### src/hw/fpu_pkg.sv
package fpu_pkg;

	typedef logic [31:0] word_t;

	typedef enum logic [4:0]
	{
		FPU_OP_NOP     = 5'd0,
		FPU_OP_MOV     = 5'd1,
		FPU_OP_MTC     = 5'd2,
		FPU_OP_MFC     = 5'd3,
		FPU_OP_NEG     = 5'd4,
		FPU_OP_ABS     = 5'd5,
		FPU_OP_COND    = 5'd6,
		FPU_OP_CEIL    = 5'd7,
		FPU_OP_FLOOR   = 5'd8,
		FPU_OP_TRUNC   = 5'd9,
		FPU_OP_ROUND   = 5'd10,
		FPU_OP_CVTW    = 5'd11,
		FPU_OP_CTC     = 5'd12,
		FPU_OP_CFC     = 5'd13,
		FPU_OP_INVALID = 5'd14
	} fpu_op_t;

	typedef struct packed
	{
		fpu_op_t     op;
		logic [3:0]  cond;    // [2:0] relation, [3] signalling form
		logic [2:0]  cc;
		logic [4:0]  ctl_sel;
		word_t       gpr;
		word_t       fs;
		word_t       ft;
	} fpu_req_t;

	// low five bits line up with the FCSR flag field
	typedef struct packed
	{
		logic unimpl;
		logic invalid;
		logic divided_by_zero;
		logic overflow;
		logic underflow;
		logic inexact;
	} fpu_except_t;

	typedef struct packed
	{
		logic [7:0] fcc;
		logic       fs;
		logic [5:0] cause;
		logic [4:0] enables;
		logic [4:0] flags;
		logic [1:0] rm;
	} fcsr_t;

	typedef struct packed
	{
		logic [6:0] fcc_hi;
		logic       fs;
		logic       fcc0;
		logic [4:0] zero;
		logic [5:0] cause;
		logic [4:0] enables;
		logic [4:0] flags;
		logic [1:0] rm;
	} fcsr31_t;

	typedef union packed
	{
		word_t   raw;
		fcsr31_t f31;
	} fcsr_word_u;

	typedef struct packed
	{
		word_t       fpu_ret;
		word_t       cpu_ret;
		fpu_except_t except;
	} fpu_resp_t;

	typedef enum logic [1:0]
	{
		FCSR_ARITH = 2'd0,
		FCSR_FCC   = 2'd1,
		FCSR_CTC   = 2'd2
	} fcsr_kind_t;

	localparam logic [1:0] RM_NEAREST = 2'd0;
	localparam logic [1:0] RM_ZERO    = 2'd1;
	localparam logic [1:0] RM_UP      = 2'd2;
	localparam logic [1:0] RM_DOWN    = 2'd3;

	function automatic logic is_nan(input word_t x);
		return (x[30:23] == 8'hff) && (x[22:0] != 23'd0);
	endfunction

endpackage

### src/hw/fpu_float2int.sv
`timescale 1ns/100ps

module fpu_float2int (
	input  fpu_pkg::word_t fval,
	output fpu_pkg::word_t ceil_w,
	output fpu_pkg::word_t floor_w,
	output fpu_pkg::word_t trunc_w,
	output fpu_pkg::word_t round_w,
	output logic           invalid_ceil,
	output logic           invalid_floor,
	output logic           invalid_trunc,
	output logic           invalid_round
);
	import fpu_pkg::*;

	logic        sign;
	logic [7:0]  exp_f;
	logic [23:0] man;
	logic        huge;      // nan, inf or magnitude >= 2^32
	logic [31:0] int_part;
	logic        half;
	logic        sticky;
	logic [47:0] ext;

	assign sign  = fval[31];
	assign exp_f = fval[30:23];
	assign man   = {exp_f != 8'd0, fval[22:0]};
	assign huge  = (exp_f > 8'd158);

	// split magnitude into integer part, half bit and sticky rest
	always_comb
	begin
		int_part = 32'd0;
		half     = 1'b0;
		sticky   = 1'b0;
		ext      = 48'd0;
		if (exp_f >= 8'd150)
		begin
			int_part = {8'd0, man} << (exp_f - 8'd150);
		end
		else if (exp_f >= 8'd126)
		begin
			ext      = {man, 24'd0} >> (8'd150 - exp_f);
			int_part = {8'd0, ext[47:24]};
			half     = ext[23];
			sticky   = |ext[22:0];
		end
		else
		begin
			sticky = |man;   // below one half
		end
	end

	// returns {invalid, word} for one rounding direction
	function automatic logic [32:0] to_int(input logic [1:0] mode);
		logic        inc;
		logic [32:0] mag;
		logic [31:0] res;
		logic        bad;
		case (mode)
			RM_NEAREST: inc = half & (sticky | int_part[0]);
			RM_UP:      inc = ~sign & (half | sticky);
			RM_DOWN:    inc = sign & (half | sticky);
			default:    inc = 1'b0;
		endcase
		mag = {1'b0, int_part} + {32'd0, inc};
		if (sign)
			bad = (mag > 33'h080000000);
		else
			bad = (mag > 33'h07fffffff);
		bad = bad | huge;
		res = sign ? (~mag[31:0] + 32'd1) : mag[31:0];
		if (bad)
			res = 32'h7fffffff;
		return {bad, res};
	endfunction

	assign {invalid_ceil, ceil_w}   = to_int(RM_UP);
	assign {invalid_floor, floor_w} = to_int(RM_DOWN);
	assign {invalid_trunc, trunc_w} = to_int(RM_ZERO);
	assign {invalid_round, round_w} = to_int(RM_NEAREST);

endmodule

### src/hw/fpu_compare.sv
`timescale 1ns/100ps

module fpu_compare (
	input  logic           clk,
	input  logic           rst_n,
	input  fpu_pkg::word_t fs,
	input  fpu_pkg::word_t ft,
	input  logic [3:0]     cond,
	input  logic [2:0]     cc,
	input  logic [7:0]     fcc_in,
	output logic [7:0]     fcc_out
);
	import fpu_pkg::*;

	logic       unordered;
	logic       both_zero;
	logic       equal;
	logic       less;
	logic       hit;
	logic [7:0] fcc_next;

	assign unordered = is_nan(fs) | is_nan(ft);
	assign both_zero = (fs[30:0] == 31'd0) && (ft[30:0] == 31'd0);
	assign equal     = ~unordered & ((fs == ft) | both_zero);

	always_comb
	begin
		if (unordered || both_zero)
			less = 1'b0;
		else if (fs[31] != ft[31])
			less = fs[31];
		else if (!fs[31])
			less = fs[30:0] < ft[30:0];
		else
			less = fs[30:0] > ft[30:0];   // both negative
	end

	// cond bit 3 only matters for trapping, relation is in [2:0]
	assign hit = (cond[0] & unordered) | (cond[1] & equal) | (cond[2] & less);

	always_comb
	begin
		fcc_next     = fcc_in;
		fcc_next[cc] = hit;
	end

	always_ff @(posedge clk)
	begin
		if (!rst_n)
			fcc_out <= 8'd0;
		else
			fcc_out <= fcc_next;
	end

endmodule

### src/hw/fpu_csr.sv
`timescale 1ns/100ps

module fpu_csr (
	input  logic                 clk,
	input  logic                 rst_n,
	input  logic                 fcsr_we,
	input  fpu_pkg::fcsr_kind_t  fcsr_kind,
	input  fpu_pkg::fpu_except_t except,
	input  logic [7:0]           new_fcc,
	input  logic [4:0]           ctl_sel,
	input  fpu_pkg::word_t       gpr,
	output fpu_pkg::fcsr_t       fcsr,
	output fpu_pkg::word_t       ctl_rdata
);
	import fpu_pkg::*;

	fcsr_word_u wr_w;
	fcsr_word_u rd_w;

	assign wr_w.raw = gpr;

	always_ff @(posedge clk)
	begin
		if (!rst_n)
		begin
			fcsr <= '0;
		end
		else if (fcsr_we)
		begin
			case (fcsr_kind)
				FCSR_ARITH:
				begin
					fcsr.cause <= except;
					fcsr.flags <= fcsr.flags | except[4:0];   // sticky
				end
				FCSR_FCC: fcsr.fcc <= new_fcc;
				FCSR_CTC:
				begin
					case (ctl_sel)
						5'd25: fcsr.fcc <= wr_w.raw[7:0];
						5'd26:
						begin
							fcsr.cause <= wr_w.f31.cause;
							fcsr.flags <= wr_w.f31.flags;
						end
						5'd28:
						begin
							fcsr.fs      <= wr_w.raw[2];
							fcsr.rm      <= wr_w.f31.rm;
							fcsr.enables <= wr_w.f31.enables;
						end
						5'd31:
						begin
							fcsr.fcc     <= {wr_w.f31.fcc_hi, wr_w.f31.fcc0};
							fcsr.fs      <= wr_w.f31.fs;
							fcsr.cause   <= wr_w.f31.cause;
							fcsr.enables <= wr_w.f31.enables;
							fcsr.flags   <= wr_w.f31.flags;
							fcsr.rm      <= wr_w.f31.rm;
						end
						default: ;   // unknown register, no write
					endcase
				end
				default: ;
			endcase
		end
	end

	// CFC view, unused bits read zero
	always_comb
	begin
		rd_w.raw = '0;
		case (ctl_sel)
			5'd25: rd_w.raw[7:0] = fcsr.fcc;
			5'd26:
			begin
				rd_w.f31.cause = fcsr.cause;
				rd_w.f31.flags = fcsr.flags;
			end
			5'd28:
			begin
				rd_w.f31.enables = fcsr.enables;
				rd_w.raw[2]      = fcsr.fs;
				rd_w.f31.rm      = fcsr.rm;
			end
			5'd31:
			begin
				rd_w.f31.fcc_hi  = fcsr.fcc[7:1];
				rd_w.f31.fs      = fcsr.fs;
				rd_w.f31.fcc0    = fcsr.fcc[0];
				rd_w.f31.cause   = fcsr.cause;
				rd_w.f31.enables = fcsr.enables;
				rd_w.f31.flags   = fcsr.flags;
				rd_w.f31.rm      = fcsr.rm;
			end
			default: ;
		endcase
	end

	assign ctl_rdata = rd_w.raw;

	// one write per transaction
	a_single_we: assert property (@(posedge clk) disable iff (!rst_n) fcsr_we |=> !fcsr_we);

endmodule

### src/hw/fpu_ex.sv
`timescale 1ns/100ps

module fpu_ex (
	input  logic                 clk,
	input  logic                 rst_n,
	input  logic                 req,
	input  fpu_pkg::fpu_req_t    cmd,
	output logic                 ack,
	output fpu_pkg::fpu_resp_t   resp,
	output fpu_pkg::word_t       src_a,
	output fpu_pkg::word_t       src_b,
	output logic [3:0]           cmp_cond,
	output logic [2:0]           cmp_cc,
	input  logic [7:0]           cmp_fcc,
	input  fpu_pkg::word_t       ceil_w,
	input  fpu_pkg::word_t       floor_w,
	input  fpu_pkg::word_t       trunc_w,
	input  fpu_pkg::word_t       round_w,
	input  logic                 invalid_ceil,
	input  logic                 invalid_floor,
	input  logic                 invalid_trunc,
	input  logic                 invalid_round,
	input  fpu_pkg::fcsr_t       fcsr,
	input  fpu_pkg::word_t       ctl_rdata,
	output logic                 fcsr_we,
	output fpu_pkg::fcsr_kind_t  fcsr_kind,
	output fpu_pkg::fpu_except_t except,
	output logic [7:0]           new_fcc,
	output logic [4:0]           ctl_sel,
	output fpu_pkg::word_t       gpr
);
	import fpu_pkg::*;

	logic [1:0]  lat;
	logic [1:0]  cnt;
	logic        wr_fcsr;
	logic [1:0]  conv_mode;
	word_t       conv_w;
	logic        conv_inv;
	word_t       conv_w_q;
	logic        conv_inv_q;
	word_t       fs_q;
	logic        fs_nan;
	fpu_resp_t   resp_c;

	assign src_a    = cmd.fs;
	assign src_b    = cmd.ft;
	assign cmp_cond = cmd.cond;
	assign cmp_cc   = cmd.cc;
	assign new_fcc  = cmp_fcc;
	assign ctl_sel  = cmd.ctl_sel;
	assign gpr      = cmd.gpr;
	assign except   = resp.except;
	assign fs_nan   = is_nan(cmd.fs);

	always_comb
	begin
		lat       = 2'd1;
		wr_fcsr   = 1'b0;
		fcsr_kind = FCSR_ARITH;
		conv_mode = fcsr.rm;   // CVTW
		case (cmd.op)
			FPU_OP_COND:
			begin
				lat       = 2'd2;
				wr_fcsr   = 1'b1;
				fcsr_kind = FCSR_FCC;
			end
			FPU_OP_CTC:
			begin
				wr_fcsr   = 1'b1;
				fcsr_kind = FCSR_CTC;
			end
			FPU_OP_MFC:  lat = 2'd2;
			FPU_OP_NEG, FPU_OP_ABS: wr_fcsr = 1'b1;
			FPU_OP_CEIL, FPU_OP_FLOOR, FPU_OP_TRUNC, FPU_OP_ROUND, FPU_OP_CVTW:
			begin
				lat     = 2'd2;
				wr_fcsr = 1'b1;
			end
			default: ;
		endcase
		case (cmd.op)
			FPU_OP_CEIL:  conv_mode = RM_UP;
			FPU_OP_FLOOR: conv_mode = RM_DOWN;
			FPU_OP_TRUNC: conv_mode = RM_ZERO;
			FPU_OP_ROUND: conv_mode = RM_NEAREST;
			default: ;
		endcase
	end

	always_comb
	begin
		case (conv_mode)
			RM_NEAREST: {conv_inv, conv_w} = {invalid_round, round_w};
			RM_ZERO:    {conv_inv, conv_w} = {invalid_trunc, trunc_w};
			RM_UP:      {conv_inv, conv_w} = {invalid_ceil, ceil_w};
			default:    {conv_inv, conv_w} = {invalid_floor, floor_w};
		endcase
	end

	always_ff @(posedge clk)
	begin
		conv_w_q   <= conv_w;
		conv_inv_q <= conv_inv;
		fs_q       <= cmd.fs;
	end

	always_comb
	begin
		resp_c = '0;
		case (cmd.op)
			FPU_OP_MOV: resp_c.fpu_ret = cmd.fs;
			FPU_OP_MTC: resp_c.fpu_ret = cmd.gpr;
			FPU_OP_MFC: resp_c.cpu_ret = fs_q;
			FPU_OP_NEG:
			begin
				resp_c.fpu_ret        = fs_nan ? cmd.fs : {~cmd.fs[31], cmd.fs[30:0]};
				resp_c.except.invalid = fs_nan;
			end
			FPU_OP_ABS:
			begin
				resp_c.fpu_ret        = fs_nan ? cmd.fs : {1'b0, cmd.fs[30:0]};
				resp_c.except.invalid = fs_nan;
			end
			FPU_OP_CEIL, FPU_OP_FLOOR, FPU_OP_TRUNC, FPU_OP_ROUND, FPU_OP_CVTW:
			begin
				resp_c.fpu_ret        = conv_w_q;
				resp_c.except.invalid = conv_inv_q;
			end
			FPU_OP_CFC:     resp_c.cpu_ret = ctl_rdata;
			FPU_OP_INVALID: resp_c.except.unimpl = 1'b1;
			default: ;
		endcase
	end

	// latency countdown and four-phase ack
	always_ff @(posedge clk)
	begin
		if (!rst_n)
		begin
			cnt     <= 2'd0;
			ack     <= 1'b0;
			fcsr_we <= 1'b0;
		end
		else
		begin
			fcsr_we <= 1'b0;
			if (ack)
			begin
				if (!req)
					ack <= 1'b0;
			end
			else if (cnt != 2'd0)
			begin
				cnt <= cnt - 2'd1;
				if (cnt == 2'd1)
				begin
					ack     <= 1'b1;
					fcsr_we <= wr_fcsr;
				end
			end
			else if (req)
			begin
				cnt <= lat;
			end
		end
	end

	always_ff @(posedge clk)
	begin
		if (!ack && cnt == 2'd1)
			resp <= resp_c;   // held stable while ack is high
	end

	a_ack_needs_req: assert property (@(posedge clk) disable iff (!rst_n)
		$rose(ack) |-> $past(req));
	a_op_known: assert property (@(posedge clk) disable iff (!rst_n) req |-> !$isunknown(cmd.op));

endmodule

### src/hw/fpu_unit.sv
`timescale 1ns/100ps

module fpu_unit (
	input  logic               clk,
	input  logic               rst_n,
	input  logic               req,
	input  fpu_pkg::fpu_req_t  cmd,
	output logic               ack,
	output fpu_pkg::fpu_resp_t resp
);
	import fpu_pkg::*;

	word_t       src_a;
	word_t       src_b;
	logic [3:0]  cmp_cond;
	logic [2:0]  cmp_cc;
	logic [7:0]  cmp_fcc;
	word_t       ceil_w;
	word_t       floor_w;
	word_t       trunc_w;
	word_t       round_w;
	logic        invalid_ceil;
	logic        invalid_floor;
	logic        invalid_trunc;
	logic        invalid_round;
	fcsr_t       fcsr;
	word_t       ctl_rdata;
	logic        fcsr_we;
	fcsr_kind_t  fcsr_kind;
	fpu_except_t except;
	logic [7:0]  new_fcc;
	logic [4:0]  ctl_sel;
	word_t       gpr;

	fpu_ex i_fpu_ex (
		.clk, .rst_n, .req, .cmd, .ack, .resp,
		.src_a, .src_b, .cmp_cond, .cmp_cc, .cmp_fcc,
		.ceil_w, .floor_w, .trunc_w, .round_w,
		.invalid_ceil, .invalid_floor, .invalid_trunc, .invalid_round,
		.fcsr, .ctl_rdata, .fcsr_we, .fcsr_kind, .except, .new_fcc, .ctl_sel, .gpr
	);

	fpu_csr i_fpu_csr (
		.clk, .rst_n, .fcsr_we, .fcsr_kind, .except, .new_fcc, .ctl_sel, .gpr,
		.fcsr, .ctl_rdata
	);

	fpu_compare i_fpu_compare (
		.clk, .rst_n, .fs(src_a), .ft(src_b), .cond(cmp_cond), .cc(cmp_cc),
		.fcc_in(fcsr.fcc), .fcc_out(cmp_fcc)
	);

	fpu_float2int i_fpu_float2int (
		.fval(src_a), .ceil_w, .floor_w, .trunc_w, .round_w,
		.invalid_ceil, .invalid_floor, .invalid_trunc, .invalid_round
	);

endmodule

### config.mk
export PLATFORM = sky130hd
export DESIGN_NAME = fpu_unit
export DESIGN_NICKNAME = d
export VERILOG_FILES = /design/src/hw/fpu_pkg.sv /design/src/hw/fpu_float2int.sv /design/src/hw/fpu_compare.sv /design/src/hw/fpu_csr.sv /design/src/hw/fpu_ex.sv /design/src/hw/fpu_unit.sv
export SDC_FILE = /design/constraint.sdc
export NUM_CORES = 1
export LEC_CHECK = 0
export BUFFER_PORTS_ARGS = -buffer_cell sky130_fd_sc_hd__buf_2
export CAP_MARGIN = 20
export CORE_UTILIZATION = 25
export DETAILED_ROUTE_END_ITERATION = 8
export PLACE_DENSITY_LB_ADDON = 0.08
export SLEW_MARGIN = 15
export SYNTH_ARGS = -nofsm -noshare
export SYNTH_HDL_FRONTEND = slang
export SYNTH_HIERARCHICAL = 1
export SYNTH_SLANG_ARGS = --single-unit
### constraint.sdc
create_clock -name clk -period 18.2 [get_ports clk]
set_clock_uncertainty 0.15 [all_clocks]
set_input_delay 2.73 -clock clk [delete_from_list [all_inputs] [get_ports clk]]
set_output_delay 2.73 -clock clk [all_outputs]
set_load 0.005 [all_outputs]
==> flow_metrics.py, run 1 <==
metrics = {
    "place": {
        "port_buffer_count": 181,
        "routabilityCongestion": 0.899,
        "hpwlAfterDp_mm": 68.5,
        "placement.cell_area_um2": 21000,
    },
    "route": {
        "avgViaCountPerCell": 5.60,
        "vias": 19400,
        "routed_wirelength_mm": 90.1,
        "detail_route.first_pass.iterations": 6,
        "detail_route.iter0.violations": 1910,
        "detail_route.drc_violations": 0,
        "wire_per_inst_um": 26.1,
        "drtAntennaViolNets": 0,
    },
    "setup_path": {
        "critical_path_peak_fanout": 27,
        "worst_ep_required_time_ns": 18.30,
        "cp_slowest_stage_delay_ns": 0.81,
        "critical-path-slowest-cell": "or4b_1",
        "start_kind": "input pin",
        "critPathArrivalTime_ns": 12.36,
        "endpoint_type_of_the_worst_setup_path": "flop",
        "start_to_end_type_of_the_worst_setup_path": "in2reg",
    },
    "sta": {
        "report.final.slew_viol_count": 0,
        "max_clock_freq_mhz": 81.6,
        "min_period_ns": 12.26,
        "timing.slew.headroom_pct": 22.9,
        "final.setup.tns_ns": 0,
        "setup_repair_after_global_routing_missed_its_margin": "false",
        "tightestPinTransition_ns": 1.15,
        "final_hold_viol_count": 0,
        "fin_crit_sh_pct": 67.3,
        "setup-violations-final": 0,
    },
    "cts": {
        "clock_tree.root_cell": "clkbuf_16",
        "post_cts_resize_count": 0,
        "cts.path.max_buffers": 2,
        "clock_sinks": 170,
        "worst_skew_pair.late_latency_ns": 0.48,
        "htreeDepth": 4,
        "worst_setup_hold_path_clk_slew_ns": 0.09,
        "cts-buffers-inserted": 17,
        "postCtsHoldBufs": 0,
        "cts_tree": "built",
        "setup_fix_buffers_added_after_clock_tree_synthesis": 0,
    },
    "power": {
        "clkPwrFrac_pct": 26.0,
        "pwr_density_cell_nw_per_um2": 68.5,
        "power.share.combinational_pct": 43.6,
        "netSwitchingPower_uw": 628,
        "p_sw_share_pct": 42.3,
        "total_leakage_power_nw": 8.42,
        "ir_worst_vdd_uv": 65.1,
        "p_seq_share_pct": 30.4,
        "internal_power_uw": 856,
    },
    "global_route": {
        "grt_start_max_net_pins": 67,
        "grt.total_usage_pct": 21.6,
        "number_of_antenna_violations_at_the_first_check_in_global_routing": 5,
        "number_of_global_route_vias_before_repair": 18600,
        "grt_overflow_total": 0,
        "grt_first_pass_wirelength_mm": 131,
    },
    "layout": {
        "multi_input_area_um2": 13900,
        "layout.nets": 2560,
        "final.fill_count": 8602,
        "area.sequential_um2": 4060,
        "post_route_cells_drive_above_1_share_pct": 19.0,
        "flow.area_growth_from_synthesis_pct": 7.90,
        "stdcell_area_um2": 21700,
    },
    "run_status": {
        "outcome": "complete, no violations",
    },
    "floorplan": {
        "die_area_um2": 81400,
        "die_width_um": 285,
        "start_util_pct": 25.3,
        "die_height_um": 285,
        "floorplan.core_area_um2": 79300,
        "placement_rows": 103,
        "num_io_pins": 187,
    },
    "synthesis": {
        "mapped_cells": 2408,
        "synth.yosys.warnings": 6,
        "synthesis.area_um2": 20100,
        "postSynthAreaPerCell_um2": 8.34,
    },
    "flow_run": {
        "max_cap_violations": 0,
    },
    "min_path": {
        "hold_path.class": "reg2reg",
    },
}
-- cell type report --
cell class	instances	share of cell area, %
antenna	1	0.0116
clock inverter	15	0.965
tap	1050	6.07
clock buffer	17	1.96
multi-input combinational	1859	64.1
timing repair buffer	242	6.30
sequential	170	18.8
inverter	104	1.80
-- path summary, 6_finish.rpt --
check                                 start                           end  slack, ns  depth (start not counted)
max reg2reg  i_fpu_csr/fcsr[1]$_SDFFE_PN0P_  i_fpu_ex/conv_w_q[0]$_DFF_P_      15.16                          6
min            i_fpu_ex/cnt[0]$_SDFFE_PN0P_  i_fpu_ex/cnt[0]$_SDFFE_PN0P_       0.35                          2
min reg2reg    i_fpu_ex/cnt[0]$_SDFFE_PN0P_  i_fpu_ex/cnt[0]$_SDFFE_PN0P_       0.35                          2
max                                 cmd[55]  i_fpu_ex/conv_w_q[6]$_DFF_P_       5.94                         31
-- cells in the final DEF (no fill, tap or decap), types with 49 or more instances in the layout --
cell and n:
a21oi_1 56, buf_2 180, buf_4 61, dfxtp_1 104, edfxtp_1 66, ha_1 49
inv_1 99, mux2_2 52, mux2i_1 161, nand2_1 241, nand3_1 100, nor2_1 114
nor4_1 60, o21ai_0 93, xnor2_1 117, xor2_1 64
-- power by group through the flow --
stage | combinational (mW) | sequential (mW) | clock (mW)
floorplan | 0.453 | 0.448 | 0
global placement | 0.641 | 0.459 | 0
detailed placement | 0.641 | 0.459 | 0
CTS | 0.644 | 0.451 | 0.402
global route | 0.700 | 0.453 | 0.412
finish | 0.647 | 0.451 | 0.387
-- per-stage QoR --
| stage | util, % | hold WS [ns] | worst slack, ns | power, mW | instances |
|---|---|---|---|---|---|
| 6_report | 27.3 | 0.352 | 5.94 | 1.48 | 3458 |
| 5_1_grt | 27.3 | 0.379 | 5.38 | 1.57 | 3457 |
| 4_1_cts | 27.3 | 0.357 | 5.99 | 1.50 | 3456 |
| 3_5_place_dp | 26.5 | 0.343 | 5.47 | 1.10 | 3424 |
| 3_3_place_gp | 26.5 | 0.336 | 5.49 | 1.10 | 3423 |
| 2_1_floorplan | - | 0.305 | 7.90 | 0.901 | 2419 |
-- registers in the layout, indices dropped and copies added, names as in the netlist --
signal	count
i_fpu_ex/cnt	2
i_fpu_csr/fcsr	27
i_fpu_ex/fcsr_we	1
i_fpu_ex/ack	1
i_fpu_ex/fs_q	32
i_fpu_ex/resp	64
i_fpu_ex/except	2
i_fpu_compare/fcc_out	8
i_fpu_ex/conv_w_q	32
i_fpu_ex/conv_inv_q	1
-- worst max-delay path, delay by kind of cell --
kind | cells | cell delay (ns)
adder cells (fa/ha/maj) | 3 | 1.14
AND/OR/NAND/NOR | 8 | 2.13
multiplexers | 4 | 1.27
AO/OA/AOI/OAI | 7 | 2.24
XOR/XNOR | 1 | 0.26
buffers and inverters | 8 | 2.50
-- metal layers --
layer | GRT usage, % | routed length, µm
met1 | 28.4 | 39700
met2 | 36.2 | 42900
met3 | 2.90 | 4910
met4 | 6.91 | 2600
met5 | 0 | 13
Power figures use the tool's default switching activity.
==> run 2: changes to the inputs <==
--- a/config.mk
+++ b/config.mk
@@ -5,6 +5,7 @@
 export SDC_FILE = /design/constraint.sdc
 export NUM_CORES = 1
 export LEC_CHECK = 0
+export ABC_AREA = 1
 export BUFFER_PORTS_ARGS = -buffer_cell sky130_fd_sc_hd__buf_2
 export CAP_MARGIN = 20
 export CORE_UTILIZATION = 25
==> constraint.sdc (replaced) <==
create_clock -name clk -period 11.1 [get_ports clk]
set_clock_uncertainty 0.15 [all_clocks]
set_input_delay 1.665 -clock clk [delete_from_list [all_inputs] [get_ports clk]]
set_output_delay 1.665 -clock clk [all_outputs]
set_load 0.005 [all_outputs]
==> run 2 against run 1 <==
Setup slack worse by 3.6 ns. Flip-flop and latch count is the same. Via count grew 14%. Clock power rose by 57%. Clock-buffer cell count grew 1. Register-to-register slack worse by 6.5 ns. Combinational power up 81%. Critical path depth is 6 higher. Largest cell class unchanged.
==> flow_metrics.py, run 2 <==
metrics = {
    "layout": {
        "largest_register_ffs": 64,
        "mostFrequentLayoutCells": "nand2_1, nand3_1, inv_1, nor2_1, buf_2",
        "layout.nets": 3520,
        "largestRegisters": "i_fpu_ex/resp x64, i_fpu_ex/conv_w_q x32, i_fpu_ex/fs_q x32",
        "final_core_utilization_pct": 26.9,
        "flow.area_growth_from_synthesis_pct": 6.58,
        "stdcell_area_um2": 21700,
        "post_route_cells_drive_above_1_share_pct": 13.3,
        "top_reg_by_flops": "i_fpu_ex/resp",
        "layout.cells.most_common": "nand2_1",
    },
    "route": {
        "routed_wirelength_mm": 96.8,
        "avgViaCountPerCell": 4.99,
        "detail_route.iter0.violations": 1898,
        "detail_route.drc_violations": 0,
        "vias": 22100,
        "drtAntennaViolNets": 0,
        "detail_route.first_pass.iterations": 7,
        "wire_per_inst_um": 21.9,
    },
    "power": {
        "total_leakage_power_nw": 10.0,
        "pwr_density_cell_nw_per_um2": 118,
        "ir_worst_vdd_uv": 105,
    },
    "cts": {
        "worst_skew_pair.late_latency_ns": 0.44,
        "cts.path.max_buffers": 2,
        "worst_setup_hold_path_clk_slew_ns": 0.07,
        "cts_tree": "built",
        "post_cts_resize_count": 0,
        "cts-buffers-inserted": 17,
        "clock_sinks": 170,
        "clock_tree.root_cell": "clkbuf_16",
        "postCtsHoldBufs": 0,
        "setup_fix_buffers_added_after_clock_tree_synthesis": 0,
        "htreeDepth": 4,
    },
    "floorplan": {
        "num_io_pins": 187,
        "die_height_um": 287,
        "die_width_um": 287,
        "start_util_pct": 25.3,
        "die_area_um2": 82500,
        "floorplan.core_area_um2": 80500,
        "placement_rows": 104,
    },
    "sta": {
        "report.final.slew_viol_count": 0,
        "layout_setup_ws_ns": 2.36,
        "fin_crit_sh_pct": 78.7,
        "setup-violations-final": 0,
        "timing.slew.headroom_pct": 35.3,
        "final_hold_viol_count": 0,
        "max_clock_freq_mhz": 114,
        "final.setup.tns_ns": 0,
        "min_period_ns": 8.74,
        "setup_repair_after_global_routing_missed_its_margin": "false",
        "holdWs_ns": 0.311,
        "tightestPinTransition_ns": 0.970,
    },
    "global_route": {
        "grt.total_usage_pct": 22.9,
        "grt_start_max_net_pins": 68,
        "number_of_antenna_violations_at_the_first_check_in_global_routing": 5,
        "number_of_global_route_vias_before_repair": 20900,
        "grt_first_pass_wirelength_mm": 141,
        "grt_overflow_total": 0,
    },
    "setup_path": {
        "timing.critical_path.mode_cell": "nand2_1",
        "critical_path.n_buffers_inverters": 2,
        "start_to_end_type_of_the_worst_setup_path": "in2reg",
        "critical-path-top-delay-family": "simple AND/OR/NAND/NOR gates",
        "critPathArrivalTime_ns": 8.76,
        "critical_path_peak_fanout": 22,
        "endpoint_type_of_the_worst_setup_path": "flop",
        "worst_ep_required_time_ns": 11.12,
        "start_kind": "input pin",
        "critical-path-slowest-cell": "inv_2",
        "cp_slowest_stage_delay_ns": 0.47,
    },
    "flow_run": {
        "max_cap_violations": 0,
    },
    "synthesis": {
        "mapped_cells": 3383,
        "postSynthAreaPerCell_um2": 6.01,
        "synthesis.area_um2": 20300,
        "synth.yosys.warnings": 6,
    },
    "place": {
        "routabilityCongestion": 0.871,
        "hpwlAfterDp_mm": 75.5,
        "port_buffer_count": 181,
        "placement.cell_area_um2": 21100,
        "preCtsSetupSlack_ns": 1.94,
    },
    "run_status": {
        "outcome": "complete, no violations",
    },
    "min_path": {
        "hold_path.class": "reg2reg",
    },
}
run 2: report_power, final:
group | internal, mW | leakage (nW) | total [mW] | switching (mW)
sequential | 0.733 | 1.49 | 0.769 | 0.0358
combinational | 0.334 | 8.23 | 1.17 | 0.840
clock | 0.339 | 0.287 | 0.606 | 0.267
run 2: per-stage QoR:
step                std cells  power, mW
finish                   4428       2.55
global route             4427       2.71
CTS                      4426       2.55
detailed placement       4394       1.95
global placement         4394       1.95
floorplan                3394       1.57
run 2: worst min-delay path: stages, from the launching register on:
cell and delay (ns):
dfxtp_1 0.30, inv_1 0.06, a21oi_1 0.06
run 2: routing by layer:
metal / track usage, % / wire [µm] / part of all wire, % / up-vias
li1: - / - / - / 11000
met1: 32.4 / 46200 / 48 / 10400
met2: 38.0 / 44500 / 46 / 651
met3: 1.83 / 4380 / 4.5 / 69
met4: 4.38 / 1750 / 1.8 / 2
met5: 0 / 13 / 0.013 / -
run 2: area by class of cell:
cell class | count | area (µm²)
diodes | 1 | 2.50
clock buffers | 18 | 439
clock inverters | 14 | 144
fillers | 9316 | 58900
inverters | 332 | 1250
multi-input cells | 2616 | 13300
flip-flops and latches | 170 | 4060
well taps | 1060 | 1330
repair buffers | 217 | 1180
run 2: worst paths after layout:
kind | slack (ns) | startpoint | depth (start not counted) | endpoint
setup / recovery | 2.36 | cmd[57] | 37 | i_fpu_ex/conv_w_q[0]$_DFF_P_
hold / removal | 0.31 | i_fpu_csr/fcsr[9]$_SDFFE_PN0P_ | 2 | i_fpu_csr/fcsr[9]$_SDFFE_PN0P_
setup reg to reg | 8.64 | i_fpu_csr/fcsr[0]$_SDFFE_PN0P_ | 7 | i_fpu_ex/conv_w_q[0]$_DFF_P_
hold reg to reg | 0.31 | i_fpu_csr/fcsr[9]$_SDFFE_PN0P_ | 2 | i_fpu_csr/fcsr[9]$_SDFFE_PN0P_
